--- src/predecoder_params.svh ---
`ifndef PREDECODER_PARAMS_SVH
`define PREDECODER_PARAMS_SVH

// Parcel and bundle geometry
`define PARCEL_W     16
`define NUM_PARCELS  15
`define MAX_LEN      4

`define BUNDLE_W     256
`define TAIL_W       17

// Output slot counts
`define INSTR_SLOTS  12
`define JUMP_SLOTS   4

// Field widths
`define OFF_W        4
`define CNT_W        5   // Holds a count of 0 to 15
`define CLS_W        8
`define OP_W         8
`define SUBOP_W      6

`endif

--- src/slotSelect.sv ---
`include "predecoder_params.svh"
`timescale 1ns/1ps
`default_nettype none

module slotSelect #(
  parameter type payload_t = logic,
  parameter int  NUM_SLOTS = 1
) (
  input  wire [`NUM_PARCELS-1:0]            flag,
  input  wire payload_t [`NUM_PARCELS-1:0]  entry,
  output payload_t [NUM_SLOTS-1:0]          slot,
  output logic [NUM_SLOTS-1:0]              en
);

  logic [`CNT_W-1:0] rank [`NUM_PARCELS];  // Set flags below each parcel
  logic [`CNT_W-1:0] acc;
  logic [`CNT_W-1:0] total;

  always_comb begin
    acc = '0;
    for (int k = 0; k < `NUM_PARCELS; k++) begin
      rank[k] = acc;
      acc     = acc + {{(`CNT_W-1){1'b0}}, flag[k]};
    end
    total = acc;
  end

  // At most one flagged parcel has a given rank
  always_comb begin
    for (int i = 0; i < NUM_SLOTS; i++) begin
      slot[i] = '0;
      for (int k = 0; k < `NUM_PARCELS; k++) begin
        if (flag[k] && rank[k] == `CNT_W'(i)) begin
          slot[i] = entry[k];
        end
      end
      en[i] = total > `CNT_W'(i);  // Thermometer of the count
    end
  end

endmodule

`default_nettype wire

--- config.mk ---
export PLATFORM = sky130hd
export DESIGN_NAME = slotSelect
export DESIGN_NICKNAME = d
export VERILOG_FILES = /design/src/slotSelect.sv
export VERILOG_INCLUDE_DIRS = /design/src
export SDC_FILE = /design/constraint.sdc
export NUM_CORES = 1
export LEC_CHECK = 0
export BUFFER_PORTS_ARGS = -buffer_cell sky130_fd_sc_hd__buf_2
export CAP_MARGIN = 0
export CORE_UTILIZATION = 41
export DETAILED_ROUTE_END_ITERATION = 8
export PLACE_DENSITY = 0.63
export SYNTH_ARGS = -nofsm -noshare
export SYNTH_HDL_FRONTEND = slang
export SYNTH_SLANG_ARGS = --single-unit
--- constraint.sdc ---
create_clock -name vclk -period 8.14
set_input_delay 0.814 -clock vclk [all_inputs]
set_output_delay 0.814 -clock vclk [all_outputs]
set_load 0.03 [all_outputs]
==> flow_summary.toml <==
[global_routing]
grt_pass1_wl_um = 7180
antenna_found_initial = 0
grt_max_degree = 15
gr-total-overflow = 0
grt_pass1_vias = 1675
grt_usage_pct = 18.8

[yosys]
synthTopCellsByArea = "ha_1 (19%), nand2_1 (7.4%), xnor2_1 (5.7%)"
synth.distinct_cells = 59
syn_area_mm2 = 0.00183
yosysMostFrequentCell = "nand2_1"
netlist.area_leader.share_pct = 19.1
yosysWarnings = 0
syn-num-nets = 315
netlist_instances = 256
synth_top_cell_by_area = "ha_1"
seq_area_frac_synth_pct = 0
synthTopCellsByCount = "nand2_1 (36), ha_1 (28), nor2_1 (21)"
avgSynthCellArea_um2 = 7.17

[outcome]
status = "finished clean"

[floorplanning]
initial_core_util_pct = 44.3
die_area_mm2 = 0.00475
die_w_um = 68.9
coreArea_mm2 = 0.00414
ioPinCount = 32
die_h_um = 68.9
rows = 23

[place]
dp_hpwl_um = 3500
gp_congestion = 0.829
preCtsSetupSlack_ps = 339
placed_cells = 331
placed_area_mm2 = 0.00203
port_buffers = 32

[routing]
route.detailed.drc = 0
vias = 1952
viasPerCell = 5.90
first_iter_violations = 60
firstDrtPassIters = 4
final_antenna_net_count = 0
wire_per_inst_um = 12.7
routed_wl_um = 4220

[sta]
tightest_slew_ps = 811
fmax_mhz = 128
setup_violations = 0
slew_headroom_pct = 45.2
hold_violations = 0
tns_ps = 0
period_share_pct = 95.6
fin_crit_ps = 7780
maxSlewViolCount = 0
setup_slack_ps = 356

[finish]
stdcell_area_mm2 = 0.00204
seq_cells = 0
n_clock_buffer = 0
stdcell_count = 331
area_growth_syn_to_layout_pct = 11.2
fill_cells = 429
antenna_cells = 0
register_area_um2 = 0
nets = 342
drive_above_1_share_pct = 18.1

[run]
cap_violations = 0

[setup_path]
path_max_fanout = 9
end_kind = "primary output"
startpoint = "flag[0]"
cp.arrival_ps = 6970
start_kind = "primary input"
path_class = "in2out"
cp.required_ps = 7330

[hold_path]
min_from = "entry[14]"
min_path_type = "in2out"

[pwr]
ir_drop_mv = 0.295
switchingPower_mw = 0.535
p_leak_nw = 0.931
p_comb_share_pct = 100.0
p_seq_share_pct = 0
p_int_mw = 0.404
clock_power_share_pct = 0
netSwitchingFraction_pct = 57.0
pwr_density_cell_mw_per_mm2 = 460

[cts]
cts_hold_buf = 0
post_cts_buffers = 0
final timing paths:
check / to / slack [ps] / depth (start not counted)
worst max-delay path: slot / 360 / 22
worst min-delay path: slot / 1990 / 3
critical path: stages:
cell and delay, ps:
buf_2 130, fa_1 500, ha_1 220, ha_1 340, ha_1 370, ha_1 340
ha_1 360, ha_1 370, ha_1 360, ha_1 340, ha_1 250, xor2_1 150
xnor3_1 450, nand3_1 160, nor3b_1 240, mux2i_1 120, xor2_1 230, or3_4 460
o22ai_1 180, nand3_1 100, mux2_1 300, buf_2 180
kinds of logic (layout without fill, tap and decap cells):
family	after synthesis	count (layout)	share of synthesized area, %
xor gates and xnor gates	20	20	11.9
AOI/OAI and AO/OA	60	60	23.8
muxes	11	11	6.28
and+or+nand+nor	124	124	34.9
adders and majority gates	29	29	20.2
buffers and inverters	12	37	2.86
repair_timing:
action                     CTS  global route
setup endpoints to repair    0             1
resized for setup            0             2
hold endpoints to repair     0             0
layout make-up:
cell class	instances	area [um2]	area share [%]
inverters	4	15.0	0.736
multi-input cells	244	1790	88.0
well taps	50	62.6	3.07
repair buffers	33	168	8.22
per-layer routing:
metal  wire, um  vias up  GRT usage, %
li1           -     1029             -
met1       2150      893          27.1
met2       1970       30          33.0
met3         99        0             0
met4          0        0             0
met5          0        -             0
placed cells by master, fill, tap and decap left out, types with 7 or more instances in the layout:
| master | netlist | final |
|---|---|---|
| ha_1 | 28 | 28 |
| nor2_1 | 21 | 21 |
| and3_1 | 7 | 7 |
| o21ai_0 | 15 | 15 |
| xnor2_1 | 12 | 11 |
| buf_2 | 3 | 32 |
| a21oi_1 | 8 | 8 |
| nand2_1 | 36 | 36 |
| nand3_1 | 16 | 16 |
| mux2i_1 | 7 | 7 |
power groups by stage:
stage | Combinational, mW | Sequential (mW) | Clock, mW
finish | 0.939 | 0 | 0
global route | 1.05 | 0 | 0
CTS | 0.907 | 0 | 0
detailed placement | 0.904 | 0 | 0
global placement | 0.895 | 0 | 0
floorplan | 0.744 | 0 | 0
metrics by stage:
stage	total power, mW	hold WS, ps	utilization (%)
2_1_floorplan	0.744	1900	-
3_3_place_gp	0.895	1980	48.9
3_5_place_dp	0.904	1990	48.9
4_1_cts	0.907	1990	48.9
5_1_grt	1.05	2020	49.2
6_report	0.939	1990	49.2
No activity file was read; power rests on OpenSTA's default activity.
