### src/predecoder_params.svh
`ifndef PREDECODER_PARAMS_SVH
`define PREDECODER_PARAMS_SVH

// Parcel and bundle geometry
`define PARCEL_W     16
`define NUM_PARCELS  15
`define MAX_LEN      4

`define BUNDLE_W     256
`define TAIL_W       17

// Output slot counts
`define INSTR_SLOTS  12
`define JUMP_SLOTS   4

// Field widths
`define OFF_W        4
`define CNT_W        5   // Holds a count of 0 to 15
`define CLS_W        8
`define OP_W         8
`define SUBOP_W      6

`endif

### src/isaPkg.sv
`include "predecoder_params.svh"
`default_nettype none

package isaPkg;

  // One bit per reduced class
  typedef logic [`CLS_W-1:0] instrClass_t;

  localparam int clsIndir = 0;
  localparam int clsJump  = 1;
  localparam int clsAlu   = 2;
  localparam int clsShift = 3;
  localparam int clsMul   = 4;
  localparam int clsLoad  = 5;
  localparam int clsStore = 6;
  localparam int clsSys   = 7;

  // Main opcode of a long form, parcel 0 bits 7:0
  typedef logic [`OP_W-1:0] opcode_t;

  localparam opcode_t opShiftFirst = 8'd40;
  localparam opcode_t opShiftLast  = 8'd45;
  localparam opcode_t opLongJump   = 8'd180;
  localparam opcode_t opUncondJump = 8'd181;
  localparam opcode_t opIndirJump  = 8'd182;
  localparam opcode_t opSys        = 8'd255;

  // Sub-opcode of a one-parcel form, bits 5:0
  typedef logic [`SUBOP_W-1:0] subOpcode_t;

  localparam subOpcode_t subAluLast   = 6'd15;
  localparam subOpcode_t subJumpFirst = 6'd48;
  localparam subOpcode_t subJumpLast  = 6'd51;

endpackage

`default_nettype wire

### src/bundlePkg.sv
`include "predecoder_params.svh"
`default_nettype none

package bundlePkg;

  typedef logic [`PARCEL_W-1:0] parcel_t;

  // Four parcels, lowest parcel holds the opcode
  typedef parcel_t [`MAX_LEN-1:0] instrWord_t;

  // Inverted end bits of the own parcel and the three after it
  typedef logic [`MAX_LEN-1:0] magic_t;

  typedef logic [`OFF_W-1:0] offset_t;

  typedef struct packed {
    instrWord_t          word;
    magic_t              magic;
    offset_t             off;
    isaPkg::instrClass_t cls;
  } slotEntry_t;

  typedef struct packed {
    instrWord_t word;
    offset_t    off;
  } jumpEntry_t;

endpackage

`default_nettype wire

### src/instrClassify.sv
`include "predecoder_params.svh"
`timescale 1ns/1ps
`default_nettype none

module instrClassify (
  input  wire bundlePkg::instrWord_t word,
  input  wire bundlePkg::magic_t     magic,
  output isaPkg::instrClass_t        cls
);

  isaPkg::opcode_t    opcode;
  isaPkg::subOpcode_t subOp;
  logic               longForm;

  logic aluGroup;
  logic isShift;
  logic isMem;
  logic isCondJump;
  logic isDirJump;
  logic isIndir;
  logic isSys;
  logic subAlu;
  logic subJump;

  assign opcode   = word[0][`OP_W-1:0];
  assign subOp    = word[0][`SUBOP_W-1:0];
  assign longForm = magic[0];  // Instruction continues past its own parcel

  // Long forms
  assign aluGroup = longForm && (opcode[7:5] == 3'b000 || opcode[7:3] == 5'b00100);

  assign isShift = longForm &&
                   opcode >= isaPkg::opShiftFirst &&
                   opcode <= isaPkg::opShiftLast;

  assign isMem      = longForm && opcode[7:6] == 2'b01;  // Bit 0 picks store
  assign isCondJump = longForm && opcode[7:4] == 4'b1010;

  assign isDirJump = longForm &&
                     (opcode == isaPkg::opLongJump || opcode == isaPkg::opUncondJump);

  assign isIndir = longForm && opcode == isaPkg::opIndirJump;
  assign isSys   = longForm && opcode == isaPkg::opSys;

  // One-parcel forms
  assign subAlu  = !longForm && subOp <= isaPkg::subAluLast;

  assign subJump = !longForm &&
                   subOp >= isaPkg::subJumpFirst &&
                   subOp <= isaPkg::subJumpLast;

  assign cls[isaPkg::clsIndir] = isIndir;
  assign cls[isaPkg::clsJump]  = isCondJump | isDirJump | isIndir | subJump;

  // Conditional jumps also set flags, so they count as ALU too
  assign cls[isaPkg::clsAlu]   = (aluGroup & ~opcode[2]) | isCondJump | subAlu;

  assign cls[isaPkg::clsShift] = isShift;
  assign cls[isaPkg::clsMul]   = aluGroup & opcode[2];
  assign cls[isaPkg::clsLoad]  = isMem & ~opcode[0];
  assign cls[isaPkg::clsStore] = isMem & opcode[0];
  assign cls[isaPkg::clsSys]   = isSys;

endmodule

`default_nettype wire

### config.mk
export PLATFORM = sky130hd
export DESIGN_NAME = instrClassify
export DESIGN_NICKNAME = d
export VERILOG_FILES = /design/src/isaPkg.sv /design/src/bundlePkg.sv /design/src/instrClassify.sv
export VERILOG_INCLUDE_DIRS = /design/src
export SDC_FILE = /design/constraint.sdc
export NUM_CORES = 1
export LEC_CHECK = 0
export ABC_AREA = 1
export BUFFER_PORTS_ARGS = -buffer_cell sky130_fd_sc_hd__buf_2
export CELL_PAD_IN_SITES_DETAIL_PLACEMENT = 1
export CELL_PAD_IN_SITES_GLOBAL_PLACEMENT = 1
export CORE_MARGIN = 2
export CORE_UTILIZATION = 10
export DETAILED_ROUTE_END_ITERATION = 16
export GPL_TIMING_DRIVEN = 0
export PLACE_DENSITY = 0.95
export SYNTH_ARGS = -nofsm -noshare
export SYNTH_HDL_FRONTEND = slang
export SYNTH_SLANG_ARGS = --single-unit
export TNS_END_PERCENT = 100
### constraint.sdc
create_clock -name vclk -period 0.8
set_input_delay 0.04 -clock vclk [all_inputs]
set_output_delay 0.04 -clock vclk [all_outputs]
set_load 0.01 [all_outputs]
==> results by group <==
Cells and area
  • Final net count: 133
  • Clock buffer cells: 0
  • Layout Cell Area excl Fill: about 400 um2
  • Seq Cell Count: 0
  • Layout cells sized above 1: 54.0%
  • Seq. cell area: 0 um2
  • Fillcell total: 265
  • Ant diodes: 0
  • P&R area growth vs syn: 93.3%

Setup path
  • Critical path capture point type: output pin
  • Delay-heaviest family, CP: buffers and inverters
  • Setup CP Type: in -> out
  • Crit path max fanout: 7
  • Crit path DAT: 0.73 ns
  • CP dominant cell by count: inv_1
  • CP Launch Type: primary input
  • Critical path cell sequence: clkbuf_4, inv_1, nor2_1, nand3_2, inv_1, buf_4, buf_6
  • CP required: 0.76 ns
  • Stages on worst setup path: 7
  • CP peak stage delay: between 0.15 and 0.2 ns
  • Crit path buffers/inverters: 5
  • CP max stage cell: clkbuf_4

STA
  • Setup WS post-layout: 0.0321 ns
  • Least-Margin Pin Slew: 0.163 ns
  • Final setup vio count: 0
  • Achievable Freq: 1300 MHz
  • Max_slew headroom: 89.0%
  • Tmin final: 0.768 ns
  • RSZ-0062 raised after global routing: yes
  • Final Max Slew Viols: 0
  • Final worst-path cycle share: 96.0%
  • Hold Fails Final Rpt: 0

Floorplanning
  • Die area: 0.00243 mm2
  • Initial Util: 10.6%
  • Die width: slightly below 50 um
  • Core ar.: around 0.0019 mm2
  • Number of I/O pins: 76
  • Chip height: 49.3 um
  • Floorplan row count: 16

Global routing
  • Vias in the first global route: 319
  • Largest net degree at the start of global routing: 8
  • Initial antenna violation count: 0
  • Total GRT Usage: under 10%
  • First-pass GRT wire length: around 1300 um
  • GR Overflow Total: 0

Place
  • Placed inst area: 324 um2
  • Post-DP HPWL: 685 um
  • Port Buf Inserts: 17
  • Dpl ws: -0.00945 ns
  • RePlAce Congestion: about 0.85

Routing
  • Vias per cell: 3.68
  • WL final: between 800 and 900 um
  • DRC violations left: 0
  • Drt initial violations: 0
  • Post-DRT Antenna Nets: 0
  • Total iterations of the first detailed-routing run: 1
  • Routed len/inst: 8.98 um
  • Total number of vias: 331

Synth
  • Sequential-to-total area share from yosys stat: 0%
  • Mean Syn Cell Area: around 4.5 um2
  • Cells after Synth: 46
  • Synth cell count leaders: nor2_1 (15), inv_1 (8), nand3_1 (8)
  • Largest area contributor in the netlist: nor2_1
  • Yosys top cell area share: 27.4%
  • Unique masters post-synth: 10
  • Yosys warns: 0
  • Most frequent cell after synthesis: nor2_1
  • Top post-synthesis cells by area: nor2_1 (27%), nand3_1 (20%), inv_1 (15%)
  • Syn Nets: 114
  • Post-Syn Area: 205 um2

Power and ir drop
  • Leak: 0.000215 uW
  • VDD IR max: about 0.00014 V
  • Power Density: 352 mW/mm2
  • Total power: 140 uW

Worst hold path
  • Worst Hold Class: in -> out
  • Worst hold path cell count: 3

Run
  • Max Cap Viol: 0

Clocking
  • CTS Hold Bufs: 0

Run status
  • Status: completed
==> power by group <==
part           switching, uW  leakage (uW)  internal [uW]
Combinational           86.4      0.000215           53.4
Sequential                 0             0              0
Clock                      0             0              0
Total                   86.4      0.000215           53.4
==> through the flow <==
stage	std cells	TNS, ns	utilization, %	hold WS, ns
finish	90	0	20.4	0.343
floorplan	46	0	-	0.128
global placement	90	0	16.7	0.345
detailed placement	90	-0.0124	16.7	0.345
global route	90	-0.0359	20.4	0.366
CTS	90	0	16.9	0.346
==> final cells by class <==
| cell class | instances | area, um2 | area share, % |
|---|---|---|---|
| buffer | 3 | 22.5 | 5.68 |
| tap | 27 | 33.8 | 8.52 |
| timing repair buffer | 17 | 103 | 25.9 |
| multi-input combinational | 35 | 208 | 52.4 |
| inverter | 8 | 30.0 | 7.57 |
==> cells in the final DEF, fill, tap and decap left out <==
cell type  netlist  routed
a21oi_1          1       1
nand4_1          1       1
nor2_2           0       3
a211oi_2         0       1
buf_4            3       4
inv_1            8       5
nor3_1           1       1
nor2_1          15      10
nand3_2          0       3
nand3_1          8       5
clkbuf_4         0       1
buf_6            0       2
nor2_4           0       2
nand2_1          7       6
nand2_4          0       2
buf_2            0      13
inv_2            0       3
==> routing by layer <==
layer	vias to the layer above	wire length [um]	part of all wire [%]	GRT usage, %
met2	13	381	47	11.9
met5	-	0	0	0
met3	0	47	5.8	0
met4	0	0	0	0
met1	142	380	47	8.61
li1	176	-	-	-
==> cell families after synthesis <==
kind of cell	share of synthesized area (%)
AO/OA/AOI/OAI	6.10
AND/OR/NAND/NOR	68.3
buffers and inverters	25.6
==> path summary, 6_finish.rpt <==
| path | slack (ns) | start | end |
|---|---|---|---|
| min | 0.34 | word[0] | cls[5] |
| max | 0.03 | magic[0] | cls[0] |
==> repair_timing <==
action / in CTS / in global routing
gates resized for setup: 3 / 19
endpoints found under the setup margin: 2 / 6
pin swaps: 2 / 4
buffers inserted: 0 / 0
Note: power is estimated with default switching activity, not from simulation.
