===== src/predecoder_params.svh =====
`ifndef PREDECODER_PARAMS_SVH
`define PREDECODER_PARAMS_SVH

// Parcel and bundle geometry
`define PARCEL_W     16
`define NUM_PARCELS  15
`define MAX_LEN      4

`define BUNDLE_W     256
`define TAIL_W       17

// Output slot counts
`define INSTR_SLOTS  12
`define JUMP_SLOTS   4

// Field widths
`define OFF_W        4
`define CNT_W        5   // Holds a count of 0 to 15
`define CLS_W        8
`define OP_W         8
`define SUBOP_W      6

`endif


===== src/isaPkg.sv =====
`include "predecoder_params.svh"
`default_nettype none

package isaPkg;

  // One bit per reduced class
  typedef logic [`CLS_W-1:0] instrClass_t;

  localparam int clsIndir = 0;
  localparam int clsJump  = 1;
  localparam int clsAlu   = 2;
  localparam int clsShift = 3;
  localparam int clsMul   = 4;
  localparam int clsLoad  = 5;
  localparam int clsStore = 6;
  localparam int clsSys   = 7;

  // Main opcode of a long form, parcel 0 bits 7:0
  typedef logic [`OP_W-1:0] opcode_t;

  localparam opcode_t opShiftFirst = 8'd40;
  localparam opcode_t opShiftLast  = 8'd45;
  localparam opcode_t opLongJump   = 8'd180;
  localparam opcode_t opUncondJump = 8'd181;
  localparam opcode_t opIndirJump  = 8'd182;
  localparam opcode_t opSys        = 8'd255;

  // Sub-opcode of a one-parcel form, bits 5:0
  typedef logic [`SUBOP_W-1:0] subOpcode_t;

  localparam subOpcode_t subAluLast   = 6'd15;
  localparam subOpcode_t subJumpFirst = 6'd48;
  localparam subOpcode_t subJumpLast  = 6'd51;

endpackage

`default_nettype wire


===== src/bundlePkg.sv =====
`include "predecoder_params.svh"
`default_nettype none

package bundlePkg;

  typedef logic [`PARCEL_W-1:0] parcel_t;

  // Four parcels, lowest parcel holds the opcode
  typedef parcel_t [`MAX_LEN-1:0] instrWord_t;

  // Inverted end bits of the own parcel and the three after it
  typedef logic [`MAX_LEN-1:0] magic_t;

  typedef logic [`OFF_W-1:0] offset_t;

  typedef struct packed {
    instrWord_t          word;
    magic_t              magic;
    offset_t             off;
    isaPkg::instrClass_t cls;
  } slotEntry_t;

  typedef struct packed {
    instrWord_t word;
    offset_t    off;
  } jumpEntry_t;

endpackage

`default_nettype wire


===== src/boundaryMask.sv =====
`include "predecoder_params.svh"
`timescale 1ns/1ps
`default_nettype none

module boundaryMask (
  input  wire [`NUM_PARCELS-1:0]              endBits,
  input  wire                                 tailEnd,
  input  wire bundlePkg::offset_t             startOff,
  input  wire [`NUM_PARCELS-1:0]              jumpCls,
  output logic [`NUM_PARCELS-1:0]             valid,
  output logic [`NUM_PARCELS-1:0]             jumpFlag,
  output bundlePkg::magic_t [`NUM_PARCELS-1:0] magic,
  output logic                                overflow,
  output logic                                jumpOverflow,
  output logic                                hasJumps
);

  // Bit j holds end[j-1], so bit 0 is the implied end before parcel 0
  logic [`NUM_PARCELS+`MAX_LEN-1:0] endExt;
  logic [`NUM_PARCELS-1:0]          starts;
  logic [`CNT_W-1:0]                validCnt;
  logic [`CNT_W-1:0]                jumpCnt;

  assign endExt = {{(`MAX_LEN-2){1'b0}}, tailEnd, endBits, 1'b1};
  assign starts = endExt[`NUM_PARCELS-1:0];

  always_comb begin
    for (int k = 0; k < `NUM_PARCELS; k++) begin
      valid[k] = starts[k] && (bundlePkg::offset_t'(k) >= startOff);
      magic[k] = ~endExt[k+1 +: `MAX_LEN];  // End bits past the tail read as 0
    end
  end

  assign jumpFlag = jumpCls & valid;

  always_comb begin
    validCnt = '0;
    jumpCnt  = '0;
    for (int k = 0; k < `NUM_PARCELS; k++) begin
      validCnt = validCnt + {{(`CNT_W-1){1'b0}}, valid[k]};
      jumpCnt  = jumpCnt + {{(`CNT_W-1){1'b0}}, jumpFlag[k]};
    end
  end

  // Offset 15 points past the last parcel that can start an instruction
  assign overflow     = (validCnt > `CNT_W'(`INSTR_SLOTS)) ||
                        (startOff == bundlePkg::offset_t'(`NUM_PARCELS));
  assign jumpOverflow = jumpCnt > `CNT_W'(`JUMP_SLOTS);
  assign hasJumps     = jumpCnt != '0;

endmodule

`default_nettype wire


===== config.mk =====
export PLATFORM = sky130hd
export DESIGN_NAME = boundaryMask
export DESIGN_NICKNAME = d
export VERILOG_FILES = /design/src/isaPkg.sv /design/src/bundlePkg.sv /design/src/boundaryMask.sv
export VERILOG_INCLUDE_DIRS = /design/src
export SDC_FILE = /design/constraint.sdc
export NUM_CORES = 1
export LEC_CHECK = 0
export BUFFER_PORTS_ARGS = -buffer_cell sky130_fd_sc_hd__buf_2
export CORE_MARGIN = 2
export CORE_UTILIZATION = 39
export DETAILED_ROUTE_END_ITERATION = 7
export PLACE_DENSITY = 0.91
export SETUP_SLACK_MARGIN = 0.2
export SLEW_MARGIN = 20
export SYNTH_ARGS = -nofsm -noshare
export SYNTH_HDL_FRONTEND = slang
export SYNTH_SLANG_ARGS = --single-unit

===== constraint.sdc =====
create_clock -name vclk -period 7.5
set_input_delay 1.5 -clock vclk [all_inputs]
set_output_delay 1.5 -clock vclk [all_outputs]
set_load 0.02 [all_outputs]

==> results of run 1 <==
[synthesized netlist by cell type (all sizes together) (2+ instances only)]
| master | instances | area share, % |
|---|---|---|
| inv | 52 | 14 |
| buf | 47 | 26 |
| fa | 20 | 29 |
| and2 | 12 | 5.5 |
| nand2 | 9 | 2.5 |
| and3 | 7 | 3.6 |
| ha | 4 | 3.7 |
| a211oi | 3 | 2.4 |
| nand3 | 3 | 1.1 |
| nor2 | 3 | 0.82 |
| nor2b | 3 | 1.4 |
| o21ai | 3 | 1.1 |
| a21oi | 2 | 0.73 |
| nor4 | 2 | 2.5 |
| o21a | 2 | 1.1 |
| o31ai | 2 | 1.1 |
[worst min-delay path: stages]
cell   delay [ps]
buf_2          70
inv_1          40
buf_2         150
[power groups by stage]
| stage | Combinational [uW] | Sequential (uW) | Clock [uW] |
|---|---|---|---|
| 5_1_grt | 216 | 0 | 0 |
| 4_1_cts | 190 | 0 | 0 |
| 6_report | 188 | 0 | 0 |
| 2_1_floorplan | 146 | 0 | 0 |
| 3_5_place_dp | 189 | 0 | 0 |
| 3_3_place_gp | 179 | 0 | 0 |
[final timing paths]
check	startpoint	to	slack [ps]	depth (start not counted)
setup / recovery	startOff[2]	overflow	440	16
hold / removal	tailEnd	magic[51]	3260	3
[repair_timing]
action                                  4_1_cts  5_1_grt
setup buffers                                 0        1
hold buffers                                  0        0
endpoints found under the setup margin        0        3
gates resized for setup                       0        5
[final cells by class]
type	count	share of cell area, %
Inverter	52	11.2
Multi-Input combinational cell	83	48.9
Tap cell	46	3.31
Timing Repair Buffer	126	36.6
[per-stage QoR]
| stage | power (uW) | setup WS (ps) | hold WS (ps) |
|---|---|---|---|
| 2_1_floorplan | 146 | 267 | 3040 |
| 3_3_place_gp | 179 | 456 | 3260 |
| 3_5_place_dp | 189 | 308 | 3270 |
| 4_1_cts | 190 | 305 | 3270 |
| 5_1_grt | 216 | 196 | 3290 |
| 6_report | 188 | 438 | 3260 |
[per-layer routing]
metal | routed length (um) | up-vias
met5 | 0 | -
met4 | 28 | 0
met3 | 407 | 2
met2 | 1870 | 97
met1 | 1340 | 618
li1 | - | 642
[cells by family (layout without fill, tap and decap cells)]
group / after synthesis / count (layout) / share of synthesized area [%]
buf+inv: 99 / 178 / 39.9
simple gates: 41 / 41 / 18.5
fa+ha+maj: 24 / 24 / 33.0
compound gates: 13 / 13 / 6.96
other cells: 1 / 3 / 0.274
xor+xnor: 1 / 1 / 0.641
mux: 1 / 1 / 0.733
==> flow_summary_export.csv, run 1 <==
group,metric,value,unit
status,outcome,"complete, no violations",
timing,min_period,7060,ps
timing,rsz0062_at_grt,"no",
worst_setup_path,worst-path-buf-inv,7,
final_layout,multiInputGateArea,850,um2
drt,routed_wl,3650,um
place,gp_congestion,0.833,
timing,fin_setup_tns,0,ps
power,p_switching,116,uW
worst_setup_path,cp_slowest_cell,"fa_1",
power,netSwitchingFraction,61.9,%
synthesis,syn_area_per_cell,7.59,um2
flow_run,cap_violations,0,
power,comb_power_share,100.0,%
global_route,grt_antenna_before_repair,0,
timing,fmax,0.142,GHz
drt,drc,0,
timing,slew_viol_final,0,
drt,via_per_inst,4.43,
final_layout,utilization,51.7,%
final_layout,n_fill_cell,336,
global_route,grt_max_degree,15,
final_layout,seq_cells,0,
place,dp.final_hpwl,3310,um
final_layout,clkbuf_count,0,
floorplanning,ioPinCount,128,
worst_setup_path,end_kind,"primary output",
worst_setup_path,crit_type,"in2out",
worst_setup_path,arrival,5560,ps
global_route,grt_usage,18.2,%
worst_setup_path,crit_chain,"buf_2 > nor4_4 > buf_4 > inv_1 > fa_1 > inv_1 > fa_1 > fa_1 > inv_1 > fa_1 > fa_1 > inv_1 > fa_1 > nor2b_1 > o31ai_1 > buf_2",
drt,avgRoutedWirePerCell,11.9,um
power,internal-power,71.6,uW
global_route,use_met1,21.9,%
power,ir_drop,0.0433,mV
timing,finalHoldViolCount,0,
worst_setup_path,cpLargestDelayFamily,"adder cells",
worst_setup_path,path_max_fanout,13,
global_route,use_met2,36.3,%
synthesis,ys_seq_area_share,0,%
final_layout,final_common_cell,"buf_2",
global_route,use_met3,1.61,%
place,place_area,0.00172,mm2
final_layout,layoutNonFillerInstCount,307,
final_layout,n_antenna_cell,0,
drt,ant_nets,0,
floorplanning,die_area,0.00399,mm2
synthesis,synth_warnings,0,
power,p_per_area,108,mW/mm2
floorplanning,start_util,40.6,%
final_layout,final_cell_mix,"buf_2, inv_1, fa_1, and2_1, nand2_1",
global_route,busiest_layer,"met2",
synthesis,syn_inst,180,
final_layout,drive_gt1_share,51.7,%
final_layout,syn2layout_area_growth,27.2,%
synthesis,synth_area,0.00137,mm2
final_layout,post-route-cell-area,0.00174,mm2
power,p_seq_share,0,%
timing,finalCritPeriodShare,94.2,%
global_route,grt_pass1_wl,5950,um
power,p_clk_share,0,%
floorplanning,fp.dieH,63.2,um
worst_setup_path,crit_path_start_kind,"primary input",
floorplanning,row_count,21,
global_route,grt_pass1_vias,1282,
worst_setup_path,max_stage_delay,510,ps
floorplanning,core-area,0.00336,mm2
worst_setup_path,critPathMostFrequentCell,"fa_1",
hold_path,holdCritPathClass,"in2out",
place,dpl.cell_count,306,
floorplanning,die_w,63.2,um
drt,vias,1359,
global_route,grt_overflow,0,
drt,drtIter0Drc,26,
synthesis,synth_cell_types,27,
final_layout,layout.nets,322,
final_layout,ff_latch_area,0,um2
power,p_leak,0.00111,uW
timing,setup_viol,0,
place,port_buffers,125,
worst_setup_path,required,6000,ps
drt,dr.pass1.iters,4,
Power figures use the tool's default switching activity.
==> run 2, diff against run 1 <==
- CORE_MARGIN: 2 -> unset
- PLACE_DENSITY: 0.91 -> 0.88
==> run 2 against run 1 <==
  * Utilization is 0.27 points lower
  * Setup slack worse by 41 ps
  * Non-clock buffer count is 1 lower
  * Total power is 2.2% lower
  * Via count is 2.1% lower
  * Sequential share of layout area stayed put
  * Wire length is 5.3% lower
  * Hold slack hardly changed
  * Critical path depth is 2 lower
  * Global-route usage is 0.20 points higher
  * Die area is 6.2% lower
  * Combinational power is 2% lower
  * Critical endpoint is now jumpOverflow
  * Largest cell class unchanged
==> flow_summary_export.csv, run 2 (same netlist as run 1, synthesis figures left out) <==
group,metric,value,unit
status,outcome,"complete, no violations",
drt,routed_wl,3460,um
place,dp.final_hpwl,3190,um
timing,fmax,0.141,GHz
final_layout,multiInputGateArea,837,um2
drt,via_per_inst,4.35,
power,p_per_area,107,mW/mm2
global_route,grt_usage,18.4,%
global_route,grt_max_degree,15,
drt,ant_nets,0,
timing,min_period,7100,ps
drt,vias,1330,
drt,drc,0,
final_layout,clkbuf_count,0,
worst_setup_path,max_stage_delay,540,ps
global_route,grt_overflow,0,
worst_setup_path,path_max_fanout,14,
floorplanning,ioPinCount,128,
final_layout,layout.nets,321,
timing,holdWs,3260,ps
final_layout,final_cell_mix,"buf_2, inv_1, fa_1, and2_1, nand2_1",
final_layout,layoutNonFillerInstCount,306,
power,ir_drop,0.0390,mV
drt,drtIter0Drc,14,
final_layout,n_fill_cell,326,
final_layout,ff_latch_area,0,um2
final_layout,post-route-cell-area,0.00172,mm2
global_route,grt_pass1_wl,5130,um
timing,rsz0062_at_grt,"no",
worst_setup_path,end_kind,"primary output",
worst_setup_path,crit_chain,"buf_2 > nor4_4 > nand2_1 > fa_1 > fa_1 > inv_1 > fa_1 > fa_1 > fa_1 > inv_1 > fa_1 > nor2b_1 > o21ai_0 > buf_2",
clocking,cts_resized,0,
drt,dr.pass1.iters,4,
global_route,grt_antenna_before_repair,0,
flow_run,cap_violations,0,
final_layout,drive_gt1_share,50.4,%
place,gp_congestion,0.857,
worst_setup_path,crit_type,"in2out",
final_layout,n_antenna_cell,0,
hold_path,holdCritPathClass,"in2out",
timing,finalCritPeriodShare,94.7,%
final_layout,seq_cells,0,
place,dpl.cell_count,306,
timing,fin_setup_tns,0,ps
drt,avgRoutedWirePerCell,11.3,um
final_layout,final_common_cell,"buf_2",
floorplanning,start_util,40.9,%
power,p_leak,0.00111,uW
power,power.total,184,uW
timing,finalHoldViolCount,0,
hold_path,worstHoldPathCells,3,
global_route,grt_pass1_vias,1150,
floorplanning,die_area,0.00374,mm2
worst_setup_path,crit_path_start_kind,"primary input",
floorplanning,die_w,61.2,um
floorplanning,core-area,0.00334,mm2
floorplanning,fp.dieH,61.2,um
worst_setup_path,cp_slowest_cell,"fa_1",
clocking,postCtsSetupBuffers,0,
worst_setup_path,critPathMostFrequentCell,"fa_1",
timing,slew_viol_final,0,
clocking,cts-hold-fix-buffers,0,
place,port_buffers,125,
worst_setup_path,arrival,5600,ps
floorplanning,row_count,21,
final_layout,syn2layout_area_growth,25.5,%
place,place_area,0.00172,mm2
worst_setup_path,required,6000,ps
timing,setup_viol,0,
-- run 2: cell count changes in the layout (fill, tap and decap cells not counted) --
cell / before / now
buf_2: 124 / 125
buf_4: 1 / 0
clkbuf_4: 1 / 0
fa_1: 19 / 20
fa_2: 1 / 0
nand2_1: 8 / 9
nand2_2: 1 / 0
nor2_1: 2 / 3
nor2_4: 1 / 0
-- run 2: metal layers --
metal / vias up / share of wire, % / track usage, %
li1: 642 / - / -
met1: 600 / 40 / 23.9
met2: 88 / 51 / 35.2
met3: 0 / 9.1 / 1.47
met4: 0 / 0 / 0.325
met5: - / 0 / 0
-- run 2: critical path: cells and delay by family --
family          cells  cell delay (ps)
fa+ha+maj           6             2770
simple gates        3              680
buf+inv             4              520
compound gates      1              130
-- run 2: cell type report --
class,count,area share [%]
Inverter,52,11.4
Multi-Input combinational cell,83,48.8
Tap cell,46,3.36
Timing Repair Buffer,125,36.5
-- run 2: final timing paths --
kind | start | endpoint
min | tailEnd | magic[54]
max | startOff[3] | jumpOverflow
-- run 2: per-stage QoR --
step                setup slack [ps]  utilization, %
floorplan                        267               -
global route                     209            51.4
global placement                 504            51.4
CTS                              385            51.4
detailed placement               384            51.4
finish                           398            51.4
-- run 2: power by group --
| part | leakage (uW) | internal, uW | switching, uW |
|---|---|---|---|
| sequential | 0 | 0 | 0 |
| combinational | 0.00111 | 69.8 | 114 |
| clock | 0 | 0 | 0 |
| total | 0.00111 | 69.8 | 114 |
